## src/epu_pkg.sv

```systemverilog
package epu_pkg;

   ////////////////////////////////////////////////////////////////////////////
   // Widths
   ////////////////////////////////////////////////////////////////////////////

   localparam int DATA_W      = 32;
   // Instructions are word aligned
   localparam int INSN_LSB    = 2;
   localparam int PC_W        = DATA_W - INSN_LSB;
   localparam int PSR_W       = 6;
   localparam int EXCP_VECT_W = 8;
   localparam int EVECT_W     = DATA_W - EXCP_VECT_W;
   localparam int CAUSE_W     = 5;
   localparam int MSR_WE_W    = 5;

   typedef logic [DATA_W-1:0]   data_t;
   typedef logic [PC_W-1:0]     pc_t;
   typedef logic [PSR_W-1:0]    psr_t;
   typedef logic [EVECT_W-1:0]  evect_t;
   typedef logic [CAUSE_W-1:0]  cause_t;
   typedef logic [MSR_WE_W-1:0] msr_we_t;

   // PSR fields, rm in bit 0
   localparam int PSR_RM   = 0;
   localparam int PSR_IRE  = 1;
   localparam int PSR_IMME = 2;
   localparam int PSR_DMME = 3;
   localparam int PSR_ICE  = 4;
   localparam int PSR_DCE  = 5;
   // Where the PSR fields sit in an MSR data word
   localparam int PSR_LSB  = 4;
   localparam psr_t PSR_RESET = psr_t'(1 << PSR_RM);

   ////////////////////////////////////////////////////////////////////////////
   // MSR address map
   ////////////////////////////////////////////////////////////////////////////

   // Bank number above a one-hot offset field
   localparam int MSR_OFF_AW  = 9;
   localparam int MSR_BANK_AW = 3;
   localparam int MSR_BANK_PS = 0;

   localparam int MSR_PSR   = 0;
   localparam int MSR_EPSR  = 1;
   localparam int MSR_EPC   = 2;
   localparam int MSR_ELSA  = 3;
   localparam int MSR_EVECT = 4;

   // One-hot exception causes
   localparam int CAUSE_ERET    = 0;
   localparam int CAUSE_SYSCALL = 1;
   localparam int CAUSE_EINSN   = 2;
   localparam int CAUSE_EIRQ    = 3;
   localparam int CAUSE_EALIGN  = 4;

endpackage

```

## src/epu_commit_if.sv

```systemverilog
`timescale 1ns/100ps

interface epu_commit_if;
   import epu_pkg::*;

   // Committed request, gated by the stage-two enable
   cause_t  commit_cause;
   msr_we_t commit_we;
   data_t   commit_wdat;
   pc_t     commit_pc;
   pc_t     commit_npc;
   logic    psr_save;
   logic    psr_restore;

   // Next values of EPC and ELSA
   data_t   epc_nxt;
   logic    epc_we;
   data_t   elsa_nxt;
   logic    elsa_we;

   modport ctrl (output commit_cause, commit_we, commit_wdat, commit_pc, commit_npc,
                 output psr_save, psr_restore);

   modport addr (input commit_cause, commit_we, commit_wdat, commit_pc, commit_npc,
                 input psr_save,
                 output epc_nxt, epc_we, elsa_nxt, elsa_we);

   modport regs (input commit_cause, commit_we, commit_wdat, commit_pc, commit_npc,
                 input psr_save, psr_restore, epc_nxt, epc_we, elsa_nxt, elsa_we);

endinterface

```

## src/epu_msr_if.sv

```systemverilog
`timescale 1ns/100ps

interface epu_msr_if;
   import epu_pkg::*;

   // Current exception register values
   psr_t   psr;
   psr_t   epsr;
   data_t  epc;
   data_t  elsa;
   evect_t evect;

   // Driven by the register bank
   modport regs (output psr, epsr, epc, elsa, evect);

   // Read-only view for decode and address selection
   modport reader (input psr, epsr, epc, elsa, evect);

endinterface

```

## src/epu_msr_decode.sv

```systemverilog
`timescale 1ns/100ps

module epu_msr_decode
(
   input  logic              cmt_req_valid,
   input  logic              cmt_wmsr,
   input  epu_pkg::data_t    cmt_addr,
   epu_msr_if.reader         msr,
   output epu_pkg::data_t    rd_data,
   output epu_pkg::msr_we_t  wr_we
);
   import epu_pkg::*;

   logic [MSR_BANK_AW-1:0] bank_addr;
   logic [MSR_OFF_AW-1:0]  bank_off;
   logic                   bank_ps;
   logic                   wmsr_ps;
   data_t                  psr_word;
   data_t                  epsr_word;
   data_t                  evect_word;
   data_t                  dout_ps;

   ////////////////////////////////////////////////////////////////////////////
   // Address split
   ////////////////////////////////////////////////////////////////////////////

   assign bank_addr = cmt_addr[MSR_BANK_AW+MSR_OFF_AW-1:MSR_OFF_AW];
   assign bank_off  = cmt_addr[MSR_OFF_AW-1:0];
   assign bank_ps   = (bank_addr == MSR_BANK_AW'(MSR_BANK_PS));

   ////////////////////////////////////////////////////////////////////////////
   // Read mux
   ////////////////////////////////////////////////////////////////////////////

   // PSR and EPSR read back at bits 9:4
   assign psr_word  = {{(DATA_W-PSR_W-PSR_LSB){1'b0}}, msr.psr, {PSR_LSB{1'b0}}};
   assign epsr_word = {{(DATA_W-PSR_W-PSR_LSB){1'b0}}, msr.epsr, {PSR_LSB{1'b0}}};

   // Vector base occupies the upper bits only
   assign evect_word = {msr.evect, {EXCP_VECT_W{1'b0}}};

   // Offset is one-hot, so an AND-OR is enough
   assign dout_ps =
      ({DATA_W{bank_off[MSR_PSR]}}   & psr_word)   |
      ({DATA_W{bank_off[MSR_EPSR]}}  & epsr_word)  |
      ({DATA_W{bank_off[MSR_EPC]}}   & msr.epc)    |
      ({DATA_W{bank_off[MSR_ELSA]}}  & msr.elsa)   |
      ({DATA_W{bank_off[MSR_EVECT]}} & evect_word);

   // Other banks read as zero
   assign rd_data = bank_ps ? dout_ps : '0;

   ////////////////////////////////////////////////////////////////////////////
   // Write-enable decode
   ////////////////////////////////////////////////////////////////////////////

   assign wmsr_ps = cmt_req_valid & cmt_wmsr & bank_ps;

   always_comb
   begin
      for (int i = 0; i < MSR_WE_W; i++)
      begin
         wr_we[i] = wmsr_ps & bank_off[i];
      end
   end

endmodule

```

## src/epu_commit_ctrl.sv

```systemverilog
`timescale 1ns/100ps

module epu_commit_ctrl
(
   input  logic              clk,
   input  logic              reset,
   input  logic              p_ce_s1,
   input  logic              p_ce_s2,
   input  logic              cmt_req_valid,
   input  logic              cmt_exc,
   input  logic              cmt_rmsr,
   input  epu_pkg::cause_t   cmt_fe,
   input  epu_pkg::pc_t      cmt_pc,
   input  epu_pkg::pc_t      cmt_npc,
   input  epu_pkg::data_t    cmt_wdat,
   input  epu_pkg::msr_we_t  wr_we,
   input  epu_pkg::data_t    rd_data,
   input  logic              s3i_ealign,
   epu_commit_if.ctrl        commit,
   output epu_pkg::data_t    epu_wb_dout,
   output logic              epu_wb_dout_sel,
   output logic              epu_wb_valid,
   output logic              exc_flush,
   output logic              refetch
);
   import epu_pkg::*;

   cause_t  s1i_cause;
   logic    s1o_valid;
   cause_t  s1o_cause;
   msr_we_t s1o_we;
   data_t   s1o_wdat;
   pc_t     s1o_pc;
   pc_t     s1o_npc;
   data_t   s1o_rd_data;
   logic    s1o_rd_sel;
   cause_t  cmt_cause;
   msr_we_t cmt_we;

   // Instruction causes only, EALIGN arrives later from stage three
   always_comb
   begin
      s1i_cause = cmt_fe & {CAUSE_W{cmt_req_valid & cmt_exc}};
      s1i_cause[CAUSE_EALIGN] = 1'b0;
   end

   ////////////////////////////////////////////////////////////////////////////
   // Stage-one register
   ////////////////////////////////////////////////////////////////////////////

   always_ff @(posedge clk)
   begin
      if (reset)
      begin
         s1o_valid  <= 1'b0;
         s1o_cause  <= '0;
         s1o_we     <= '0;
         s1o_rd_sel <= 1'b0;
      end
      else if (p_ce_s1)
      begin
         s1o_valid  <= cmt_req_valid;
         s1o_cause  <= s1i_cause;
         s1o_we     <= wr_we;
         s1o_rd_sel <= cmt_req_valid & cmt_rmsr;
      end
   end

   // Payload
   always_ff @(posedge clk)
   begin
      if (p_ce_s1)
      begin
         s1o_wdat    <= cmt_wdat;
         s1o_pc      <= cmt_pc;
         s1o_npc     <= cmt_npc;
         s1o_rd_data <= rd_data;
      end
   end

   ////////////////////////////////////////////////////////////////////////////
   // Commit cycle
   ////////////////////////////////////////////////////////////////////////////

   always_comb
   begin
      cmt_cause = s1o_cause;
      cmt_cause[CAUSE_EALIGN] = s3i_ealign;
      cmt_cause = cmt_cause & {CAUSE_W{p_ce_s2}};
   end

   assign cmt_we = s1o_we & {MSR_WE_W{p_ce_s2}};

   assign commit.commit_cause = cmt_cause;
   assign commit.commit_we    = cmt_we;
   assign commit.commit_wdat  = s1o_wdat;
   assign commit.commit_pc    = s1o_pc;
   assign commit.commit_npc   = s1o_npc;

   // Every cause but ERET saves PSR
   assign commit.psr_save    = |(cmt_cause & ~cause_t'(1 << CAUSE_ERET));
   assign commit.psr_restore = cmt_cause[CAUSE_ERET];

   assign exc_flush = |cmt_cause;

   // Mode change, so the front end must refetch
   assign refetch = cmt_we[MSR_PSR];

   assign epu_wb_valid    = s1o_valid & p_ce_s2;
   assign epu_wb_dout     = s1o_rd_data;
   assign epu_wb_dout_sel = s1o_rd_sel;

endmodule

```

## src/epu_excp_regs.sv

```systemverilog
`timescale 1ns/100ps

module epu_excp_regs
(
   input  logic           clk,
   input  logic           reset,
   epu_commit_if.regs     commit,
   epu_msr_if.regs        msr,
   output epu_pkg::psr_t  msr_psr
);
   import epu_pkg::*;

   psr_t   psr_q;
   psr_t   epsr_q;
   data_t  epc_q;
   data_t  elsa_q;
   evect_t evect_q;
   psr_t   wdat_psr;

   // PSR field layout in the write data
   assign wdat_psr = commit.commit_wdat[PSR_LSB +: PSR_W];

   ////////////////////////////////////////////////////////////////////////////
   // PSR and EPSR
   ////////////////////////////////////////////////////////////////////////////

   always_ff @(posedge clk)
   begin
      if (reset)
      begin
         psr_q  <= PSR_RESET;
         epsr_q <= '0;
      end
      else if (commit.psr_save)
      begin
         // Enter kernel mode, caches keep their state
         epsr_q           <= psr_q;
         psr_q[PSR_RM]    <= 1'b1;
         psr_q[PSR_IRE]   <= 1'b0;
         psr_q[PSR_IMME]  <= 1'b0;
         psr_q[PSR_DMME]  <= 1'b0;
      end
      else if (commit.psr_restore)
      begin
         psr_q <= epsr_q;
      end
      else
      begin
         if (commit.commit_we[MSR_PSR])
            psr_q <= wdat_psr;
         if (commit.commit_we[MSR_EPSR])
            epsr_q <= wdat_psr;
      end
   end

   ////////////////////////////////////////////////////////////////////////////
   // EVECT, EPC and ELSA
   ////////////////////////////////////////////////////////////////////////////

   always_ff @(posedge clk)
   begin
      if (reset)
      begin
         evect_q <= '0;
         epc_q   <= '0;
         elsa_q  <= '0;
      end
      else
      begin
         if (commit.commit_we[MSR_EVECT])
            evect_q <= commit.commit_wdat[DATA_W-1:EXCP_VECT_W];
         if (commit.epc_we)
            epc_q <= commit.epc_nxt;
         if (commit.elsa_we)
            elsa_q <= commit.elsa_nxt;
      end
   end

   assign msr.psr   = psr_q;
   assign msr.epsr  = epsr_q;
   assign msr.epc   = epc_q;
   assign msr.elsa  = elsa_q;
   assign msr.evect = evect_q;
   assign msr_psr   = psr_q;

endmodule

```

## src/epu_excp_addr.sv

```systemverilog
`timescale 1ns/100ps

module epu_excp_addr
#(
   parameter logic [epu_pkg::EXCP_VECT_W-1:0] SYSCALL_VECTOR = 8'h00,
   parameter logic [epu_pkg::EXCP_VECT_W-1:0] EINSN_VECTOR   = 8'h40,
   parameter logic [epu_pkg::EXCP_VECT_W-1:0] EIRQ_VECTOR    = 8'h80,
   parameter logic [epu_pkg::EXCP_VECT_W-1:0] EALIGN_VECTOR  = 8'hC0
)
(
   epu_commit_if.addr      commit,
   epu_msr_if.reader       msr,
   input  epu_pkg::data_t  s3i_vaddr,
   output epu_pkg::pc_t    exc_flush_tgt
);
   import epu_pkg::*;

   cause_t cause;
   data_t  pc_addr;
   data_t  npc_addr;

   // Vector base followed by the word bits of the offset
   function automatic pc_t vect_tgt(input evect_t base, input logic [EXCP_VECT_W-1:0] vect);
      return {base, vect[EXCP_VECT_W-1:INSN_LSB]};
   endfunction

   assign cause    = commit.commit_cause;
   assign pc_addr  = {commit.commit_pc, {INSN_LSB{1'b0}}};
   assign npc_addr = {commit.commit_npc, {INSN_LSB{1'b0}}};

   // At most one cause is set per commit
   assign exc_flush_tgt =
      ({PC_W{cause[CAUSE_ERET]}}    & msr.epc[DATA_W-1:INSN_LSB])         |
      ({PC_W{cause[CAUSE_SYSCALL]}} & vect_tgt(msr.evect, SYSCALL_VECTOR)) |
      ({PC_W{cause[CAUSE_EINSN]}}   & vect_tgt(msr.evect, EINSN_VECTOR))   |
      ({PC_W{cause[CAUSE_EIRQ]}}    & vect_tgt(msr.evect, EIRQ_VECTOR))    |
      ({PC_W{cause[CAUSE_EALIGN]}}  & vect_tgt(msr.evect, EALIGN_VECTOR));

   // Syscall returns past itself, the others retry
   assign commit.epc_nxt = commit.commit_we[MSR_EPC]  ? commit.commit_wdat :
                           cause[CAUSE_SYSCALL]        ? npc_addr : pc_addr;
   assign commit.epc_we  = commit.psr_save | commit.commit_we[MSR_EPC];

   // Faulting address for EINSN and EALIGN
   assign commit.elsa_nxt = cause[CAUSE_EINSN]  ? pc_addr   :
                            cause[CAUSE_EALIGN] ? s3i_vaddr : commit.commit_wdat;
   assign commit.elsa_we  = cause[CAUSE_EINSN] | cause[CAUSE_EALIGN] |
                            commit.commit_we[MSR_ELSA];

endmodule

```

## src/epu_top.sv

```systemverilog
`timescale 1ns/100ps

module epu_top
#(
   parameter logic [epu_pkg::EXCP_VECT_W-1:0] SYSCALL_VECTOR = 8'h00,
   parameter logic [epu_pkg::EXCP_VECT_W-1:0] EINSN_VECTOR   = 8'h40,
   parameter logic [epu_pkg::EXCP_VECT_W-1:0] EIRQ_VECTOR    = 8'h80,
   parameter logic [epu_pkg::EXCP_VECT_W-1:0] EALIGN_VECTOR  = 8'hC0
)
(
   input  logic             clk,
   input  logic             reset,
   input  logic             p_ce_s1,
   input  logic             p_ce_s2,
   input  logic             cmt_req_valid,
   input  logic             cmt_exc,
   input  logic             cmt_rmsr,
   input  logic             cmt_wmsr,
   input  logic             s3i_ealign,
   input  epu_pkg::cause_t  cmt_fe,
   input  epu_pkg::pc_t     cmt_pc,
   input  epu_pkg::pc_t     cmt_npc,
   input  epu_pkg::data_t   cmt_addr,
   input  epu_pkg::data_t   cmt_wdat,
   input  epu_pkg::data_t   s3i_vaddr,
   // Writeback
   output epu_pkg::data_t   epu_wb_dout,
   output logic             epu_wb_dout_sel,
   output logic             epu_wb_valid,
   // Flush
   output logic             exc_flush,
   output logic             refetch,
   output epu_pkg::pc_t     exc_flush_tgt,
   output epu_pkg::psr_t    msr_psr
);
   import epu_pkg::*;

   data_t   rd_data;
   msr_we_t wr_we;

   epu_commit_if commit_bus ();
   epu_msr_if    msr_bus ();

   // Stage-one decode and read
   epu_msr_decode u_msr_decode
   (
      .cmt_req_valid (cmt_req_valid),
      .cmt_wmsr      (cmt_wmsr),
      .cmt_addr      (cmt_addr),
      .msr           (msr_bus.reader),
      .rd_data       (rd_data),
      .wr_we         (wr_we)
   );

   epu_commit_ctrl u_commit_ctrl
   (
      .clk             (clk),
      .reset           (reset),
      .p_ce_s1         (p_ce_s1),
      .p_ce_s2         (p_ce_s2),
      .cmt_req_valid   (cmt_req_valid),
      .cmt_exc         (cmt_exc),
      .cmt_rmsr        (cmt_rmsr),
      .cmt_fe          (cmt_fe),
      .cmt_pc          (cmt_pc),
      .cmt_npc         (cmt_npc),
      .cmt_wdat        (cmt_wdat),
      .wr_we           (wr_we),
      .rd_data         (rd_data),
      .s3i_ealign      (s3i_ealign),
      .commit          (commit_bus.ctrl),
      .epu_wb_dout     (epu_wb_dout),
      .epu_wb_dout_sel (epu_wb_dout_sel),
      .epu_wb_valid    (epu_wb_valid),
      .exc_flush       (exc_flush),
      .refetch         (refetch)
   );

   epu_excp_addr
   #(
      .SYSCALL_VECTOR (SYSCALL_VECTOR),
      .EINSN_VECTOR   (EINSN_VECTOR),
      .EIRQ_VECTOR    (EIRQ_VECTOR),
      .EALIGN_VECTOR  (EALIGN_VECTOR)
   )
   u_excp_addr
   (
      .commit        (commit_bus.addr),
      .msr           (msr_bus.reader),
      .s3i_vaddr     (s3i_vaddr),
      .exc_flush_tgt (exc_flush_tgt)
   );

   epu_excp_regs u_excp_regs
   (
      .clk     (clk),
      .reset   (reset),
      .commit  (commit_bus.regs),
      .msr     (msr_bus.regs),
      .msr_psr (msr_psr)
   );

endmodule

```

## config.mk

```make
export PLATFORM = sky130hd
export DESIGN_NAME = epu_top
export DESIGN_NICKNAME = d
export VERILOG_FILES = /design/src/epu_pkg.sv /design/src/epu_commit_if.sv /design/src/epu_msr_if.sv /design/src/epu_msr_decode.sv /design/src/epu_commit_ctrl.sv /design/src/epu_excp_regs.sv /design/src/epu_excp_addr.sv /design/src/epu_top.sv
export SDC_FILE = /design/constraint.sdc
export NUM_CORES = 1
export LEC_CHECK = 0
export BUFFER_PORTS_ARGS = -buffer_cell sky130_fd_sc_hd__clkbuf_2
export CAP_MARGIN = 20
export CORE_MARGIN = 2
export CORE_UTILIZATION = 40
export CTS_CLUSTER_SIZE = 24
export DETAILED_ROUTE_END_ITERATION = 8
export GPL_TIMING_DRIVEN = 0
export PLACE_DENSITY = 0.63
export SKIP_CTS_REPAIR_TIMING = 1
export SLEW_MARGIN = 30
export SYNTH_ARGS = -nofsm -noshare
export SYNTH_HDL_FRONTEND = slang
export SYNTH_SLANG_ARGS = --single-unit
```

## constraint.sdc

```tcl
create_clock -name clk -period 4.45 [get_ports clk]
set_input_delay 0.6675 -clock clk [delete_from_list [all_inputs] [get_ports clk]]
set_output_delay 0.6675 -clock clk [all_outputs]
set_load 0.02 [all_outputs]
```

==> impl_metrics.toml, run 1 <==
[floorplan]
num_rows = 59
die_w_um = 165.9
die_y_um = 165.9
io_pins = 242
die-area_um2 = 27510
core_um2 = 25910
start_util_pct = 40.45

[global_route]
grt_use_total_pct = 24.16
grt.overflow.total = 0
use_met2_pct = 38.93
grt_max_degree = 73
grt_use_met1_pct = 33.54
use_met3_pct = 3.384
grt_pass1_vias = 8655
grt.busiest_layer = "met2"
grt_pass1_wl_um = 51390
antenna_found_initial = 0

[worst_setup_path]
cp.arrival_ns = 2.41
cpPeakStageDelay_ns = 0.50
crit_slowest_cell = "clkbuf_1"
cp.required_ns = 3.78
path_class = "in2out"
startpoint = "p_ce_s2"
timing.rr.start = "u_commit_ctrl.s1o_we[2]"
cp_common_cell = "buf_4"
startpoint_type = "input port"
crit_fanout = 10
path_cells = "buf_4, buf_4, and2_1, buf_2, clkbuf_1, a22o_1, clkbuf_2"
setup.worst_path.end_class = "primary output"

[clock_tree]
cts_sinks = 235
cts-htree-levels = 1
clk-insertion-delay-late_ns = 0.54
clkSlewWorstSetupHoldPaths_ns = 0.06
cts-root-buf = "clkbuf_16"
numCtsBuffers = 26
cts_tree = "built"
clockBufferDepth = 3

[detailed_routing]
wl_per_cell_um = 22.85
firstDrtPassIters = 6
drc_errors = 0
first_iter_violations = 1115
ant_nets = 0
routed_via_density = 5.877
dr_total_vias = 8962
wl_um = 34840

[power]
worst_ir_drop_vdd_v = 0.0003360
leakagePower_nw = 4.834
p_per_area_nw_per_um2 = 394.7

[synthesis]
synth_nets = 1100
synth.ff_latch_count = 235
synth.area.top_cells = "edfxtp_1 (36%), dfxtp_1 (21%), a222oi_1 (4.5%)"
ys.warnings.count = 0
synthArstFlopShare_pct = 0
syn_area_um2 = 10480
synth_seq_area_share_pct = 56.73
synth_edf_count = 124
syn_inst = 930
synthDistinctLibCells = 46
synth_ff_type = "edfxtp_1"
synth_top_area_share_pct = 35.53
synth_area_leader_cell = "edfxtp_1"
syn_avg_cell_area_um2 = 11.27

[place]
place.detailed.hpwl_um = 24430
dpl_worst_slack_ns = 1.398
gp_congestion = 0.8535
portBuffers = 212

[timing]
timing.fmax_mhz = 324.5
final_hold_viol_count = 0
hold-worst-slack_ns = 0.3041
post-route-period-util_pct = 69.26
slew_headroom_pct = 46.69
max_slew.worst_pin.slew_ns = 0.7935
fin_crit_ns = 3.082
slew_viol_final = 0
timing.final.ws_setup_ns = 1.368
final-setup-viol-count = 0
setup_tns_ns = 0
rsz0062_at_grt = "false"
fin_skew_ns = 0.01975

[layout]
finalNetCount = 1341
nFillCells = 2371
drive_above_1_share_pct = 27.39
diodes = 0
syn_to_final_growth_pct = 22.17

[hold_path]
hp-start = "cmt_wdat[27]"
hold_class = "in2reg"

[outcome]
status = "complete, no violations"

[flow_run]
maxCapViolCount = 0
## worst paths after layout
check	to	slack (ns)	depth (start not counted)
max	exc_flush_tgt[19]	1.37	7
min	u_commit_ctrl.commit.commit_wdat[27]	0.30	1
max reg2reg	u_excp_regs.msr.epc[14]	2.35	6
min reg2reg	u_excp_regs.msr.elsa[0]	0.46	2
## synth_stat cells, drive strengths merged (23+ instances only)
cell type  number
nand2          61
nand3          31
edfxtp        124
and2           31
a21oi          73
clkbuf         60
o2bb2ai        23
dfxtp         111
a22o           24
a21bo          30
buf            38
nor2b          37
a222oi         47
nand3b         33
a211o          30
nor2           51
a31oi          30
## metrics by stage
step,power (W),cell area (um^2),std cells,utilization [%]
2_1_floorplan,0.002795,10480,930,-
3_3_place_gp,0.003035,11960,1477,46.16
3_5_place_dp,0.003038,12000,1478,46.30
4_1_cts,0.005073,12800,1525,49.41
5_1_grt,0.005223,12800,1525,49.41
6_report,0.005054,12800,1525,49.41
## cell type report
| type | count | area, um^2 | share of cell area, % |
|---|---|---|---|
| clock buffers | 43 | 787.0 | 6.147 |
| flip-flops and latches | 235 | 5946 | 46.44 |
| clock inverters | 4 | 20.02 | 0.1564 |
| repair buffers | 213 | 1097 | 8.570 |
| well taps | 335 | 419.2 | 3.274 |
| inverters | 1 | 3.754 | 0.02932 |
| plain buffers | 98 | 430.4 | 3.362 |
| multi-input cells | 596 | 4100 | 32.02 |
## worst max-delay path, delay by kind of cell
kind	cells	cell delay, ns
AO/OA/AOI/OAI	1	0.31
buffers and inverters	5	1.28
AND/OR/NAND/NOR	1	0.13
## cell families after synthesis
| kind of cell | Yosys count | share of synthesized area [%] |
|---|---|---|
| muxes | 12 | 1.146 |
| and+or+nand+nor | 266 | 13.55 |
| AOI/OAI and AO/OA | 318 | 24.43 |
| DFF | 235 | 56.73 |
| buffers and inverters | 99 | 4.143 |
## per-layer routing
layer / part of all wire (%) / vias up / wire [um]
li1: - / 4080 / -
met4: 2.8 / 0 / 962
met1: 43 / 4364 / 14890
met3: 7.7 / 58 / 2689
met2: 47 / 460 / 16300
met5: 0 / - / 0
## sequential cells by signal, summed over array words and instances, names as in the netlist
signal / cells
u_commit_ctrl.commit.commit_npc: 30
u_commit_ctrl.epu_wb_dout: 32
u_excp_regs.msr.psr: 6
u_excp_regs.msr.evect: 24
u_commit_ctrl.commit.commit_pc: 30
u_excp_regs.msr.epc: 32
u_commit_ctrl.s1o_valid: 1
u_commit_ctrl.commit.commit_wdat: 32
u_commit_ctrl.s1o_we: 5
u_commit_ctrl.epu_wb_dout_sel: 1
u_commit_ctrl.s1o_cause: 4
u_excp_regs.msr.elsa: 32
u_excp_regs.msr.epsr: 6
## placed cells by master (no fill, tap or decap), drive strengths merged, types with 8 or more instances in the layout
master	synthesis	routed
clkbuf	60	315
edfxtp	124	124
dfxtp	111	111
a21oi	73	73
nand2	61	61
nor2	51	51
a222oi	47	47
buf	38	39
nor2b	37	37
nand3b	33	33
and2	31	31
nand3	31	31
a21bo	30	30
a211o	30	30
a31oi	30	30
a22o	24	24
o2bb2ai	23	23
a22oi	14	14
mux2i	12	12
and3b	8	8
a211oi	8	8
## power by group
part,switching (W),internal (W),leakage (nW),total [W]
Clock,0.000852,0.00120,0.396,0.00205
Combinational,0.000286,0.000205,2.30,0.000491
Sequential,0.0000941,0.00242,2.13,0.00251
Total,0.00123,0.00382,4.83,0.00505
Note: power is estimated with default switching activity, not from simulation.
==> run 2: changes to the inputs <==
--- a/config.mk
+++ b/config.mk
@@ -5,6 +5,7 @@
 export SDC_FILE = /design/constraint.sdc
 export NUM_CORES = 1
 export LEC_CHECK = 0
+export ABC_AREA = 1
 export BUFFER_PORTS_ARGS = -buffer_cell sky130_fd_sc_hd__clkbuf_2
 export CAP_MARGIN = 20
 export CORE_MARGIN = 2
==> constraint.sdc (replaced) <==
create_clock -name clk -period 2.84 [get_ports clk]
set_input_delay 0.426 -clock clk [delete_from_list [all_inputs] [get_ports clk]]
set_output_delay 0.426 -clock clk [all_outputs]
set_load 0.02 [all_outputs]
==> run 2 against run 1 <==
Register-to-register slack got worse by 1.2 ns. Hold slack lost 0.25 ns. Clock skew fell by 0.0037 ns. Die area down 0.37%. Routed wire length shrank 3.5%. Final cell count is 20% higher. Area after synthesis shrank 0.38%. Global-route usage barely moved. Clock-buffer cell count fell by 6.
==> impl_metrics.toml, run 2 <==
[outcome]
status = "complete, no violations"

[worst_setup_path]
cp.required_ns = 2.41
startpoint_type = "flip-flop"
path_class = "reg2out"
crit_fanout = 10
setup.worst_path.end_class = "primary output"
cp.arrival_ns = 2.30

[flow_run]
maxCapViolCount = 0

[timing]
fin_skew_ns = 0.01603
hold-worst-slack_ns = 0.05109
post-route-period-util_pct = 95.97
rsz0062_at_grt = "false"
final-setup-viol-count = 0
final_hold_viol_count = 0
slew_viol_final = 0
timing.fmax_mhz = 366.9
setup_tns_ns = 0
max_slew.worst_pin.slew_ns = 0.8416
fin_crit_ns = 2.725
slew_headroom_pct = 43.59

[detailed_routing]
firstDrtPassIters = 8
routed_via_density = 5.259
wl_per_cell_um = 18.33
ant_nets = 0
wl_um = 33620
first_iter_violations = 883
dr_total_vias = 9645
drc_errors = 0

[place]
gp_congestion = 0.9403
place_inst = 1784
place.detailed.hpwl_um = 24080
portBuffers = 210

[synthesis]
synth.area.top_cells = "edfxtp_1 (36%), dfxtp_1 (21%), nand2_1 (12%)"
synth.ff_latch_count = 235
synth_top_area_share_pct = 35.67
synth_ff_type = "edfxtp_1"
syn_avg_cell_area_um2 = 8.433
synth_edf_count = 124
ys.warnings.count = 0
synth_nets = 1408
ys_top_cells_by_count = "nand2_1 (328), nand3_1 (185), edfxtp_1 (124)"
synth_seq_area_share_pct = 56.95
synthDistinctLibCells = 24
syn_area_um2 = 10440
synthArstFlopShare_pct = 0
synth_area_leader_cell = "edfxtp_1"
synth_most_common_cell = "nand2_1"
syn_inst = 1238

[clock_tree]
cts_sinks = 235
cts_tree = "built"
clk-insertion-delay-late_ns = 0.55
clockBufferDepth = 3
cts-root-buf = "clkbuf_16"
cts-htree-levels = 1
numCtsBuffers = 27
clkSlewWorstSetupHoldPaths_ns = 0.06

[floorplan]
die-area_um2 = 27410
die_y_um = 165.6
num_rows = 59
io_pins = 242
die_w_um = 165.6
start_util_pct = 40.41
core_um2 = 25840

[power]
pwr-share-clk_pct = 41.9
swShare_pct = 25.45
power_frac_comb_pct = 10.7
power.total_w = 0.008375
p_switching_w = 0.002131
worst_ir_drop_vdd_v = 0.0004499
p_seq_share_pct = 47.4
p_int_w = 0.006243
leakagePower_nw = 5.849
p_per_area_nw_per_um2 = 651.9

[global_route]
use_met3_pct = 4.421
grt_use_met1_pct = 32.76
grt_pass1_wl_um = 49980
grt.busiest_layer = "met2"
grt_pass1_vias = 8910
grt_use_total_pct = 24.11
grt.overflow.total = 0
grt_max_degree = 66
use_met2_pct = 38.91
antenna_found_initial = 0

[layout]
fin_cells = 1834
nFillCells = 2533
finalNetCount = 1648
syn_to_final_growth_pct = 23.05
multiInputGateArea_um2 = 3715
layout_common_cells = "nand2_1 (328), clkbuf_2 (209), nand3_1 (185), edfxtp_1 (124), dfxtp_1 (111)"
seqCellArea_um2 = 5946
final_common_cell = "nand2_1"
final_util_pct = 49.72
drive_above_1_share_pct = 20.08
diodes = 0

[hold_path]
hold_class = "in2reg"
run 2: cell types whose count changed after synthesis, sizes merged, moves of 32 or more:
| cell | change |
|---|---|
| nor2b | -37 |
| o21ai | +95 |
| nand2 | +273 |
| inv | +105 |
| nand3 | +154 |
| a222oi | -47 |
| nand3b | -32 |
run 2: worst paths after layout:
kind                                                  from                             endpoint  slack (ns)  cells after the start
worst max register to register  u_commit_ctrl.s1o_cause[1]              u_excp_regs.msr.epc[11]        1.13                      7
worst max-delay path            u_commit_ctrl.s1o_cause[1]                    exc_flush_tgt[21]        0.11                      7
worst min register to register     u_commit_ctrl.s1o_valid              u_commit_ctrl.s1o_valid        0.46                      2
worst min-delay path                           cmt_npc[16]  u_commit_ctrl.commit.commit_npc[16]        0.05                      1
run 2: cell type report:
| type | count | area share (%) |
|---|---|---|
| timing repair buffer | 211 | 8.464 |
| inverter | 105 | 3.068 |
| buffer | 85 | 3.000 |
| clock buffer | 37 | 5.786 |
| clock inverter | 13 | 1.217 |
| tap | 335 | 3.263 |
| multi-input combinational | 813 | 28.92 |
| sequential | 235 | 46.28 |
run 2: worst max-delay path, stage by stage (launching register included):
cell      delay [ns]
dfxtp_1         0.49
nand2_1         0.23
nand2_1         0.17
nor2_4          0.08
inv_2           0.09
buf_2           0.27
a22o_1          0.24
clkbuf_2        0.19
run 2: per-stage QoR:
stage	setup WS [ns]	instance area (um^2)
4_1_cts	0.1538	12850
2_1_floorplan	0.9594	10440
3_3_place_gp	-0.8699	11910
5_1_grt	0.02702	12850
6_report	0.1145	12850
3_5_place_dp	0.5460	11950
run 2: power groups by stage:
stage / Sequential, W / Clock (W) / Combinational, W
after global placement: 0.00404 / 0 / 0.000870
after detailed placement: 0.00404 / 0 / 0.000883
after floorplan: 0.00401 / 0 / 0.000492
final: 0.00397 / 0.00351 / 0.000893
after global routing: 0.00399 / 0.00371 / 0.000991
after CTS: 0.00397 / 0.00356 / 0.000888
run 2: routing by layer:
| metal | vias to the layer above | routed length, um |
|---|---|---|
| met5 | - | 0 |
| met3 | 62 | 2950 |
| met4 | 0 | 996 |
| met2 | 450 | 15390 |
| li1 | 4629 | - |
| met1 | 4504 | 14290 |
run 2: logic make-up (layout without fill, tap and decap cells):
| logic type | count (synthesis) | after routing | share of synthesized area [%] |
|---|---|---|---|
| buffers and inverters | 190 | 451 | 7.466 |
| AOI/OAI and AO/OA | 228 | 228 | 11.83 |
| DFF | 235 | 235 | 56.95 |
| and+or+nand+nor | 585 | 585 | 23.75 |
